**src/logic/sdPkg.sv**
```systemverilog
package sdPkg;

    // SPI clock timing
    localparam logic [3:0] spiHalfPeriod = 4'd2;  // Clock cycles per sclk half period
    localparam logic [3:0] lastSclkEdge  = 4'd15; // 16 sclk edges per byte

    // Byte counts, all sized for the 10-bit byte counter
    localparam logic [9:0] powerUpBytes = 10'd10;  // Dummy bytes with cs high
    localparam logic [9:0] commandBytes = 10'd6;   // Command frame length
    localparam logic [9:0] blockBytes   = 10'd512;
    localparam logic [9:0] crcBytes     = 10'd2;

    // Retry and polling limits
    localparam logic [7:0] initRetryLimit    = 8'd200;  // ACMD41 attempts before restart
    localparam logic [9:0] responseWaitLimit = 10'd500; // 0xFF polls for R1 or token

    // Fixed protocol bytes
    localparam logic [7:0] dataToken  = 8'hFE;
    localparam logic [7:0] fillByte   = 8'hFF; // Sent while reading
    localparam logic [7:0] r1Idle     = 8'h01; // Expected CMD0 answer
    localparam logic [7:0] crcGoIdle  = 8'h95; // Valid CRC for CMD0 with zero argument
    localparam logic [7:0] crcDefault = 8'h01; // Only the stop bit, CRC not checked in SPI

    // Command indices
    typedef enum logic [5:0] {
        goIdle     = 6'd0,
        readSingle = 6'd17,
        sendOpCond = 6'd41,
        appCmd     = 6'd55
    } sdCommand;

    typedef enum logic [3:0] {
        powerUp,
        sendCommand,
        waitResponse,
        initCheck,
        idle,
        waitToken,
        readBlock,
        skipCrc,
        fault
    } controllerState;

    // Reader idle carries a prefix, enum literals share the package scope
    typedef enum logic [1:0] {
        readerIdle,
        skipping,
        collecting,
        draining
    } readerState;

endpackage

```
**src/logic/sdCardController.sv**
```systemverilog
`timescale 1ns/1ns

module sdCardController
    import sdPkg::*;
(
    input  logic        Clock,
    input  logic        Reset,
    input  logic        blockRead,
    input  logic [19:0] sectorAddress,
    output logic        ready,
    output logic        byteAvailable,
    output logic [7:0]  blockByte,
    output logic        start,
    output logic [7:0]  txByte,
    input  logic        byteDone,
    input  logic [7:0]  rxByte,
    input  logic        engineBusy,
    output logic        cs
);

    controllerState state;
    sdCommand       cmdIndex;
    logic [31:0]    argument;
    logic [9:0]     byteCount;   // Dummy, frame, block and CRC byte position
    logic [9:0]     pollCount;
    logic [7:0]     retryCount;  // ACMD41 attempts
    logic [7:0]     response;    // Last ACMD41 R1
    logic           pending;     // Byte in flight on the engine
    logic           exchange;
    logic [7:0]     frameByte;

    assign ready = (state == idle);

    // States that clock a byte through the engine
    assign exchange = (state == powerUp) || (state == sendCommand) ||
                      (state == waitResponse) || (state == waitToken) ||
                      (state == readBlock) || (state == skipCrc);

    always_comb begin
        case (byteCount[2:0])
            3'd0:    frameByte = {2'b01, cmdIndex};
            3'd1:    frameByte = argument[31:24];
            3'd2:    frameByte = argument[23:16];
            3'd3:    frameByte = argument[15:8];
            3'd4:    frameByte = argument[7:0];
            default: frameByte = (cmdIndex == goIdle) ? crcGoIdle : crcDefault;
        endcase
    end

    always_ff @(posedge Clock or posedge Reset) begin
        if (Reset) begin
            state         <= powerUp;
            cmdIndex      <= goIdle;
            argument      <= '0;
            byteCount     <= '0;
            pollCount     <= '0;
            retryCount    <= '0;
            response      <= '0;
            pending       <= 1'b0;
            start         <= 1'b0;
            byteAvailable <= 1'b0;
            cs            <= 1'b1;
        end else begin
            start         <= 1'b0;
            byteAvailable <= 1'b0;

            if (byteDone) begin
                pending <= 1'b0;
            end else if (exchange && !pending && !engineBusy) begin
                start   <= 1'b1;
                pending <= 1'b1;
            end

            case (state)
                powerUp: if (byteDone) begin
                    if (byteCount == powerUpBytes - 10'd1) begin
                        byteCount <= '0;
                        cs        <= 1'b0; // Card selected from CMD0 on
                        cmdIndex  <= goIdle;
                        argument  <= '0;
                        state     <= sendCommand;
                    end else begin
                        byteCount <= byteCount + 10'd1;
                    end
                end
                sendCommand: if (byteDone) begin
                    if (byteCount == commandBytes - 10'd1) begin
                        byteCount <= '0;
                        pollCount <= '0;
                        state     <= waitResponse;
                    end else begin
                        byteCount <= byteCount + 10'd1;
                    end
                end
                waitResponse: if (byteDone) begin
                    if (!rxByte[7]) begin // R1 has a zero start bit
                        case (cmdIndex)
                            goIdle: begin
                                cmdIndex <= appCmd;
                                state    <= (rxByte == r1Idle) ? sendCommand : fault;
                            end
                            appCmd: begin
                                cmdIndex <= sendOpCond;
                                state    <= sendCommand;
                            end
                            sendOpCond: begin
                                response <= rxByte;
                                state    <= initCheck;
                            end
                            default: begin
                                pollCount <= '0;
                                state     <= (rxByte == 8'h00) ? waitToken : fault;
                            end
                        endcase
                    end else if (pollCount == responseWaitLimit - 10'd1) begin
                        state <= fault;
                    end else begin
                        pollCount <= pollCount + 10'd1;
                    end
                end
                initCheck: begin
                    if (response == 8'h00) begin
                        state <= idle;
                    end else if (retryCount == initRetryLimit - 8'd1) begin
                        state <= fault;
                    end else begin
                        retryCount <= retryCount + 8'd1;
                        cmdIndex   <= appCmd;
                        state      <= sendCommand;
                    end
                end
                idle: begin
                    retryCount <= '0;
                    if (blockRead) begin
                        cmdIndex  <= readSingle;
                        argument  <= {3'b000, sectorAddress, 9'd0}; // Byte address
                        byteCount <= '0;
                        state     <= sendCommand;
                    end
                end
                waitToken: if (byteDone) begin
                    if (rxByte == dataToken) begin
                        byteCount <= '0;
                        state     <= readBlock;
                    end else if (rxByte != fillByte) begin
                        state <= fault; // Data error token
                    end else if (pollCount == responseWaitLimit - 10'd1) begin
                        state <= fault;
                    end else begin
                        pollCount <= pollCount + 10'd1;
                    end
                end
                readBlock: if (byteDone) begin
                    byteAvailable <= 1'b1;
                    if (byteCount == blockBytes - 10'd1) begin
                        byteCount <= '0;
                        state     <= skipCrc;
                    end else begin
                        byteCount <= byteCount + 10'd1;
                    end
                end
                skipCrc: if (byteDone) begin
                    if (byteCount == crcBytes - 10'd1) begin
                        byteCount <= '0;
                        state     <= idle;
                    end else begin
                        byteCount <= byteCount + 10'd1;
                    end
                end
                default: begin // fault, start over with the card deselected
                    cs         <= 1'b1;
                    byteCount  <= '0;
                    pollCount  <= '0;
                    retryCount <= '0;
                    state      <= powerUp;
                end
            endcase
        end
    end

    // Byte payload toward engine and reader
    always_ff @(posedge Clock) begin
        if (exchange && !pending && !engineBusy && !byteDone) begin
            txByte <= (state == sendCommand) ? frameByte : fillByte;
        end
        if (state == readBlock && byteDone) begin
            blockByte <= rxByte;
        end
    end

    // Reader handshake, a block request only lands in idle
    readOnlyWhenReady: assert property (@(posedge Clock) disable iff (Reset)
        blockRead |-> ready)
        else $error("blockRead while controller not ready");

endmodule

```
**src/logic/sdReadTop.sv**
```systemverilog
`timescale 1ns/1ns

module sdReadTop (
    input  logic        Clock,
    input  logic        Reset,
    input  logic [31:0] address,
    input  logic        read,
    output logic [31:0] data,
    output logic        done,
    output logic        busy,
    output logic        cs,
    output logic        mosi,
    input  logic        miso,
    output logic        sclk
);

    logic        blockRead;
    logic [19:0] sectorAddress;
    logic        ready;
    logic        byteAvailable;
    logic [7:0]  blockByte;
    logic        start;
    logic [7:0]  txByte;
    logic [7:0]  rxByte;
    logic        byteDone;
    logic        engineBusy;

    // Host side word selection
    sdWordReader i_sdWordReader (
        .Clock         (Clock),
        .Reset         (Reset),
        .address       (address),
        .read          (read),
        .data          (data),
        .done          (done),
        .busy          (busy),
        .blockRead     (blockRead),
        .sectorAddress (sectorAddress),
        .ready         (ready),
        .byteAvailable (byteAvailable),
        .blockByte     (blockByte)
    );

    sdCardController i_sdCardController (
        .Clock         (Clock),
        .Reset         (Reset),
        .blockRead     (blockRead),
        .sectorAddress (sectorAddress),
        .ready         (ready),
        .byteAvailable (byteAvailable),
        .blockByte     (blockByte),
        .start         (start),
        .txByte        (txByte),
        .byteDone      (byteDone),
        .rxByte        (rxByte),
        .engineBusy    (engineBusy),
        .cs            (cs)
    );

    // Card pins except cs
    spiByteEngine i_spiByteEngine (
        .Clock      (Clock),
        .Reset      (Reset),
        .start      (start),
        .txByte     (txByte),
        .rxByte     (rxByte),
        .byteDone   (byteDone),
        .engineBusy (engineBusy),
        .sclk       (sclk),
        .mosi       (mosi),
        .miso       (miso)
    );

endmodule

```
**src/logic/sdWordReader.sv**
```systemverilog
`timescale 1ns/1ns

module sdWordReader
    import sdPkg::*;
(
    input  logic        Clock,
    input  logic        Reset,
    input  logic [31:0] address,
    input  logic        read,
    output logic [31:0] data,
    output logic        done,
    output logic        busy,
    output logic        blockRead,
    output logic [19:0] sectorAddress,
    input  logic        ready,
    input  logic        byteAvailable,
    input  logic [7:0]  blockByte
);

    readerState state;
    logic [6:0] wordIndex;
    logic [8:0] byteOffset; // Position in the 512-byte block
    logic       wanted;

    // Busy also covers card initialisation
    assign busy = (state != readerIdle) || !ready;

    // Current byte belongs to the requested word
    assign wanted = (byteOffset[8:2] == wordIndex);

    always_ff @(posedge Clock or posedge Reset) begin
        if (Reset) begin
            state      <= readerIdle;
            byteOffset <= '0;
            blockRead  <= 1'b0;
            done       <= 1'b0;
        end else begin
            blockRead <= 1'b0;
            done      <= 1'b0;
            case (state)
                readerIdle: begin
                    if (read && !busy) begin
                        blockRead  <= 1'b1;
                        byteOffset <= '0;
                        state      <= skipping;
                    end
                end
                skipping, collecting: begin
                    if (byteAvailable) begin
                        byteOffset <= byteOffset + 9'd1;
                        if (wanted) begin
                            if (byteOffset[1:0] == 2'd3) begin
                                done  <= 1'b1; // Fourth byte in
                                state <= draining;
                            end else begin
                                state <= collecting;
                            end
                        end
                    end
                end
                default: begin
                    // Remaining bytes and CRC pass by
                    if (ready) begin
                        state <= readerIdle;
                    end
                end
            endcase
        end
    end

    // Request payload and word assembly
    always_ff @(posedge Clock) begin
        if (state == readerIdle && read && !busy) begin
            wordIndex     <= address[6:0];
            sectorAddress <= address[31:12];
        end
        if ((state == skipping || state == collecting) && byteAvailable && wanted) begin
            data[{byteOffset[1:0], 3'b000} +: 8] <= blockByte; // Byte 0 lands low
        end
    end

    // One pulse per request
    singleDonePulse: assert property (@(posedge Clock) disable iff (Reset)
        done |=> !done)
        else $error("done high for more than one cycle");

endmodule

```
**src/logic/spiByteEngine.sv**
```systemverilog
`timescale 1ns/1ns

module spiByteEngine
    import sdPkg::*;
(
    input  logic       Clock,
    input  logic       Reset,
    input  logic       start,
    input  logic [7:0] txByte,
    output logic [7:0] rxByte,
    output logic       byteDone,
    output logic       engineBusy,
    output logic       sclk,
    output logic       mosi,
    input  logic       miso
);

    logic [3:0] divCount;  // Counts Clock cycles within a half period
    logic [3:0] edgeCount; // sclk edge number within the byte
    logic [7:0] txShift;
    logic [7:0] rxShift;
    logic       halfDone;
    logic       lastEdge;

    assign halfDone = engineBusy && (divCount == spiHalfPeriod - 4'd1);
    assign lastEdge = halfDone && (edgeCount == lastSclkEdge); // Final falling edge

    always_ff @(posedge Clock or posedge Reset) begin
        if (Reset) begin
            engineBusy <= 1'b0;
            byteDone   <= 1'b0;
            sclk       <= 1'b0;
            mosi       <= 1'b1;
            divCount   <= '0;
            edgeCount  <= '0;
        end else begin
            byteDone <= 1'b0;
            if (!engineBusy) begin
                if (start) begin
                    engineBusy <= 1'b1;
                    divCount   <= '0;
                    edgeCount  <= '0;
                    mosi       <= txByte[7]; // Mode 0, MSB valid before first rising edge
                end
            end else if (halfDone) begin
                divCount  <= '0;
                sclk      <= ~sclk;
                edgeCount <= edgeCount + 4'd1;
                if (sclk) begin
                    // Falling edge, next bit out; fill ones leave mosi idling high
                    mosi <= txShift[6];
                end
                if (lastEdge) begin
                    engineBusy <= 1'b0;
                    byteDone   <= 1'b1;
                end
            end else begin
                divCount <= divCount + 4'd1;
            end
        end
    end

    // Shift registers
    always_ff @(posedge Clock) begin
        if (!engineBusy && start) begin
            txShift <= txByte;
        end else if (halfDone) begin
            if (sclk) begin
                txShift <= {txShift[6:0], 1'b1};
            end else begin
                rxShift <= {rxShift[6:0], miso}; // Sample on rising edge
            end
        end
        if (lastEdge) begin
            rxByte <= rxShift;
        end
    end

    // The controller must wait for the current byte to finish
    startWhileBusy: assert property (@(posedge Clock) disable iff (Reset)
        start |-> !engineBusy)
        else $error("SPI byte start while engine busy");

endmodule

```
**config.mk**
```make
export PLATFORM = sky130hd
export DESIGN_NAME = sdReadTop
export DESIGN_NICKNAME = d
export VERILOG_FILES = /design/src/logic/sdPkg.sv /design/src/logic/sdCardController.sv /design/src/logic/sdReadTop.sv /design/src/logic/sdWordReader.sv /design/src/logic/spiByteEngine.sv
export SDC_FILE = /design/constraint.sdc
export NUM_CORES = 1
export LEC_CHECK = 0
export ABC_AREA = 1
export BUFFER_PORTS_ARGS = -buffer_cell sky130_fd_sc_hd__buf_2
export CAP_MARGIN = 25
export CORE_ASPECT_RATIO = 1.75
export CORE_MARGIN = 4
export CORE_UTILIZATION = 30
export CTS_CLUSTER_SIZE = 40
export DETAILED_ROUTE_END_ITERATION = 8
export PLACE_DENSITY = 0.44
export RECOVER_POWER = 100
export SYNTH_ARGS = -nofsm -noshare
export SYNTH_HDL_FRONTEND = slang
export SYNTH_HIERARCHICAL = 1
export SYNTH_SLANG_ARGS = --single-unit
```
**constraint.sdc**
```tcl
create_clock -name Clock -period 7.52 [get_ports Clock]
set_input_delay 0 -clock Clock [delete_from_list [all_inputs] [get_ports Clock]]
set_output_delay 0 -clock Clock [all_outputs]
set_load 0.05 [all_outputs]
```
# Word level (Yosys, flattened, before mapping)
# Index checks and enable logic that the tools add are counted.
[word_totals]
ff_bits = 204
inputBits = 36
out_inout_bits = 37
word_cells = 262
[classes]
add_sub_neg = 7
n_eq_ne = 52
shift = 2
muxes = 105
bitwise_logic = 7
n_reduce_logical = 60
[ops]
columns = ["operator", "n"]
rows = [
  ["two-way mux 10 bit", 20],
  ["two-way mux 32 bit", 3],
  ["two-way mux 4 bit", 24],
  ["one-hot mux 10 bit (7 select lines)", 1],
  ["one-hot mux 32 bit (2 select lines)", 1],
  ["two-way mux 6 bit", 7],
  ["one-hot mux 10 bit (4 select lines)", 1],
  ["one-hot mux 8 bit (5 select lines)", 1],
  ["bitwise mux 32 bit", 1],
  ["one-hot mux 4 bit (8 select lines)", 1],
  ["variable shift 8 x 7 -> 32 bit, first input constant", 1],
  ["indexed part select 8 x 7 -> 32 bit", 1],
  ["two-way mux 1 bit", 26],
  ["two-way mux 8 bit", 3],
  ["inequality test 2 x 1 -> 1 bit, second input constant", 12],
  ["one-hot mux 6 bit (4 select lines)", 1],
  ["two-way mux 7 bit", 3],
  ["adder 10 x 1 -> 10 bit, second input constant", 2],
  ["equality test 10 x 9 -> 1 bit, second input constant", 2],
  ["inequality test 2 bit, second input constant", 10],
  ["two-way mux 9 bit", 2],
  ["one-hot mux 9 bit (2 select lines)", 1],
  ["equality test 4 x 3 -> 1 bit, second input constant", 4],
  ["equality test 8 bit, second input constant", 2],
  ["50 further kinds", 103],
]

# Longest topological paths before layout
[depth]
ltp_word = 10
mapped_depth = 12
depth_no_buf = 11

# By module
# Netlist, hierarchy kept.
[by_module_without_submodules]
columns = ["mod", "n_inst", "cells_per_inst", "area_per_inst_um2", "seq_area_each_um2"]
rows = [
  ["sdCardController", 1, 681, 5024.8, 2183.3],
  ["sdWordReader", 1, 253, 2926.6, 2097.0],
  ["spiByteEngine", 1, 119, 1418.9, 992.2],
]

# Worst setup path after synthesis
# OpenSTA, ideal clock, no wires.
[synth_path]
path_kind = "reg-to-reg"
start = "register i_sdCardController.state[0]"
end = "register i_sdWordReader.sectorAddress[0] (enable)"
setup_ns = 0.411
arrival_ns = 2.831
t_required_ns = 7.109
slack_ns = 4.278
stages_incl_launch_ff = 8
path_buffers = 2
period_less_slack_ns = 3.242
path_cell_list = "dfrtp_1 buf_2 nor2_2 nand2_1 inv_1 clkbuf_1 nand2_1 nor2_1"
[synth_between]
elab_chain_cells = 5
[synth_lines]
columns = ["element", "line_no", "rtl"]
rows = [
  ["start, declared", "sdCardController.sv:21", "controllerState state;"],
  ["start signal, assigned", "sdCardController.sv:52", "state <= powerUp;"],
  ["start signal, assigned", "sdCardController.sv:81", "state <= sendCommand;"],
  ["start signal, assigned", "sdCardController.sv:90", "state <= waitResponse;"],
  ["equality test 4 x 3 -> 1 bit", "sdCardController.sv:32", "assign ready = (state == idle);"],
  ["named net ready", "sdReadTop.sv:19", "logic ready;"],
  ["zero test 1 bit", "sdWordReader.sv:26", "assign busy = (state != readerIdle) || !ready;"],
  ["logical OR 1 bit", "sdWordReader.sv:26", ""],
  ["named net busy", "sdReadTop.sv:10", "output logic busy,"],
  ["zero test 1 bit", "sdWordReader.sv:73", "if (state == readerIdle && read && !busy) begin"],
  ["logical AND 1 bit", "sdWordReader.sv:73", ""],
  ["end signal, assigned", "sdWordReader.sv:75", "sectorAddress <= address[31:12];"],
  ["end, declared", "sdWordReader.sv:14", "output logic [19:0] sectorAddress,"],
]
# The timed path passes the listed nets, and every way through them passes these cells.
# A chain may end at the register's enable or synchronous reset.

==> metrics.md <==
| Metric | Value |
|---|---|
| Worst Path Max Fanout | `52` |
| Slew margin rel. | `-96.9%` |
| Io pins | `73` |
| Pwr dens | `189 nW/µm²` |
| Crit Reg-Reg Endpoint | `i_sdCardController/argument[11]` |
| Placed cells | `1494` |
| Post-synth EDFFs | `98` |
| # diodes | `0` |
| Synth Register Bits | `191` |
| Starting Density | `30.4%` |
| Global-route usage over all layers | `14.1%` |
| Port-buffer cells | `67` |
| Hold WC Path Type | `input port to asynchronous set/reset pin` |
| Num Clock Sinks | `191` |
| Fmax | `259 MHz` |
| Sequential share of power | `53.6%` |
| Initial antenna violation count | `0` |
| Total Wirelength | `23300 µm` |
| Final period utilization | `51.3%` |
| Clock Skew | `0.0136 ns` |
| LEAKAGE | `4.57 nW` |
| DP HPWL | `17400 µm` |
| Number of fill cells | `3260` |
| Placer Congestion | `0.826` |
| CTS buffer count | `17` |
| Final setup fails | `0` |
| Rows | `85` |
| Max incr delay on CP | `2.15 ns` |
| Critical path's top delay family | `buffers and inverters` |
| CP Depth | `5` |
| Post-synth cell types | `46` |
| Cells after synthesis | `1053` |
| Failing checks | `max-capacitance violations, max-slew violations` |
| Die ar. | `34200 µm²` |
| First drt pass iteration count | `4` |
| First-pass GRT wire length | `37600 µm` |
| Synthesized area | `9370 µm²` |
| Clk_lat worst skew | `0.45 ns` |
| Post-Place Worst Slack | `4.85 ns` |
| Clk buf depth | `2` |
| Critical-path top delay cell | `clkbuf_1` |
| WS Path Type | `input port to asynchronous set/reset pin` |
| Design Power | `2.04 mW` |
| Reg2Reg Setup Slack | `3.95 ns` |
| Slew Viols, Final | `53` |
| Seq/Total Area, Yosys | `56.3%` |
| Clk pwr share | `44.9%` |
| Psw | `0.419 mW` |
| Worst reg2reg path startpoint | `i_sdCardController/byteCount[0]` |
| Primary FF master, synth | `edfxtp_1` |
| Hold WS | `0.237 ns` |
| Aggregate global routing overflow | `0` |
| CTS tree | `built` |
| Net count, final | `1207` |
| Via count | `7228` |
| Worst Setup End Kind | `asynchronous set/reset pin` |
| Max_cap viols | `1` |
| CTS-repair resized insts | `0` |
| Min Tclk post-route | `3.86 ns` |
| Peak VDD IR | `163 µV` |
| Fin util | `35.1%` |
| # DRC | `0` |
| Crit. Startpoint | `Reset` |
| Dominant cell type by area after synthesis | `edfxtp_1` |
| Setup TNS Final | `0 ns` |
| Avg Cell Area, Syn | `8.90 µm²` |
| H-tree depth | `4` |
| Antenna Nets Post-Route | `0` |
| CP dominant cell by count | `clkbuf_1` |
| Crit start category | `input port` |
| Number of global-route vias before repair | `7285` |
| Int Pwr | `1.62 mW` |
| Logic pwr share | `1.5%` |
| Post-Syn Nets | `1107` |
| Worst-Margin Slew | `2.95 ns` |
| Synth top area cells | `edfxtp_1 31%, dfrtp_1 24%, nand2_1 13%` |
| Area grow syn2layout | `15.4%` |
| Initial DRC Count | `333` |
| CTS clk-pin slew, worst paths | `0.07 ns` |
| WP buf/inv | `5` |
| Largest net degree at the start of global routing | `69` |
| Sw frac | `20.6%` |
| Die width | `142 µm` |
| Die Y-Extent | `242 µm` |
| Design area | `10800 µm²` |
| Vias/cell | `4.64` |
| Non-Filler Instances | `1557` |
| Run status | `complete, but fails checks` |
| Routed wire length per instance | `15.0 µm` |
| Fraction of registers with async set/reset | `48.7%` |
| Cell Chain, Critical Path | `dlygate4sd3_1, clkbuf_1, clkinv_1, clkbuf_1, clkbuf_1` |
| Root Buffer | `clkbuf_16` |
| Post-DP Area | `10100 µm²` |
| Core area | `30800 µm²` |
| Synth top area share | `31.4%` |
| Final hold violations | `0` |
| Warnings, synthesis | `6` |
| Fin worst setup slack | `3.66 ns` |
| CP required | `7.43 ns` |
| Worst r2r path cells | `9` |
| Ratio of cells with drive above 1 in the final layout | `7.63%` |
| RSZ-0062 raised after global routing | `false` |
| Arrival time worst endpoint | `3.76 ns` |
state kept, by name, summed over array words and instances, names as in the netlist, 4 cells and up:
signal	cells
i_sdCardController/retryCount	8
i_sdCardController/state	4
i_sdWordReader/wordIndex	7
i_sdCardController/txByte	8
i_sdCardController/pollCount	10
i_spiByteEngine/txShift	7
i_sdCardController/cmdIndex	5
i_sdWordReader/byteOffset	9
i_sdCardController/byteCount	10
i_sdWordReader/data	32
i_sdWordReader/sectorAddress	20
i_spiByteEngine/edgeCount	4
i_spiByteEngine/rxShift	8
i_sdCardController/blockByte	8
i_spiByteEngine/divCount	4
i_sdCardController/response	7
i_sdCardController/argument	20
i_spiByteEngine/rxByte	8
tightest hold or removal path, stage by stage:
cell	delay [ns]
dlygate4sd3_1	0.53
clkbuf_1	0.17
inv_1	0.42
cell usage after synthesis (all sizes together) (3+ instances only):
library cell / number
nand2: 333
nor2: 127
inv: 114
edfxtp: 98
dfrtp: 91
nand3: 86
o21ai: 67
nand4: 26
a21oi: 19
ha: 18
buf: 15
nor3: 11
xor2: 6
a22o: 5
clkbuf: 5
o211ai: 5
xnor2: 5
or2: 4
o21bai: 3
kinds of logic (layout without fill, tap and decap cells):
| kind of cell | after synthesis | count (layout) | synth area share, % |
|---|---|---|---|
| AO/OA/AOI/OAI | 105 | 105 | 6.36 |
| XOR/XNOR | 11 | 11 | 1.03 |
| adder cells (fa/ha/maj) | 18 | 18 | 2.40 |
| buffers and inverters | 134 | 247 | 6.12 |
| flip-flops | 191 | 191 | 56.3 |
| multiplexers | 2 | 2 | 0.240 |
| AND/OR/NAND/NOR | 592 | 592 | 27.6 |
metal layers:
layer | global-route usage, % | vias to the layer above | routed length (µm)
met5 | 0 | - | 0
met4 | 8.05 | 0 | 1150
met3 | 2.55 | 46 | 695
met2 | 27.3 | 123 | 13100
met1 | 13.3 | 3403 | 8380
li1 | - | 3656 | -
cell usage in the layout (no fill, tap or decap), drive strengths merged:
cell | netlist | final
a221oi | 1 | 1
a22o | 5 | 5
xor2 | 6 | 6
nand4 | 26 | 26
and2 | 2 | 2
nor3 | 11 | 11
ha | 18 | 18
nand3b | 2 | 2
nor2 | 127 | 127
o21ai | 67 | 67
dfrtp | 91 | 91
xnor2 | 5 | 5
dlygate4sd3 | 0 | 30
a31o | 1 | 1
nor4 | 1 | 1
clkbuf | 5 | 65
clkinvlp | 0 | 2
o2111ai | 1 | 1
inv | 114 | 115
edfxtp | 98 | 98
clkinv | 0 | 6
o21a | 1 | 1
mux2 | 2 | 2
a21oi | 19 | 19
o211ai | 5 | 5
o22ai | 2 | 2
or2 | 4 | 4
dfstp | 2 | 2
nand3 | 86 | 86
bufinv | 0 | 2
nand2 | 333 | 333
o21bai | 3 | 3
buf | 15 | 27
power groups by stage:
stage / registers [mW] / clock network (mW) / logic [mW]
floorplan: 1.12 / 0 / 0.00753
detailed placement: 1.12 / 0 / 0.0209
finish: 1.09 / 0.915 / 0.0310
CTS: 1.09 / 0.954 / 0.0328
global placement: 1.12 / 0 / 0.0208
global route: 1.09 / 0.995 / 0.0358
worst max-delay path by stage:
stage | slack (ns) | endpoint
global placement | 4.85 | i_sdWordReader/byteOffset[4]
CTS | 4.84 | i_sdWordReader/byteOffset[4]
global route | 2.82 | i_sdCardController/retryCount[7]
finish | 3.66 | i_sdCardController/cmdIndex[5]
detailed placement | 4.85 | i_sdWordReader/sectorAddress[15]
floorplan | 4.28 | i_sdWordReader/sectorAddress[0]
final cells by class:
class / instances / area, µm² / share of cell area (%)
multi-input combinational: 728 / 3430 / 31.7
clock inverter: 11 / 130 / 1.20
tap: 391 / 489 / 4.52
inverter: 114 / 432 / 3.99
clock buffer: 21 / 460 / 4.26
sequential: 191 / 5270 / 48.8
timing repair buffer: 101 / 601 / 5.55
repair_timing:
| item | 4_1_cts | 5_1_grt |
|---|---|---|
| endpoints found under the hold margin | 123 | 0 |
| hold buffers | 30 | 0 |
| buffers inserted | 0 | 0 |
| setup endpoints to repair | 0 | 0 |
No activity file was read; power rests on OpenSTA's default activity.
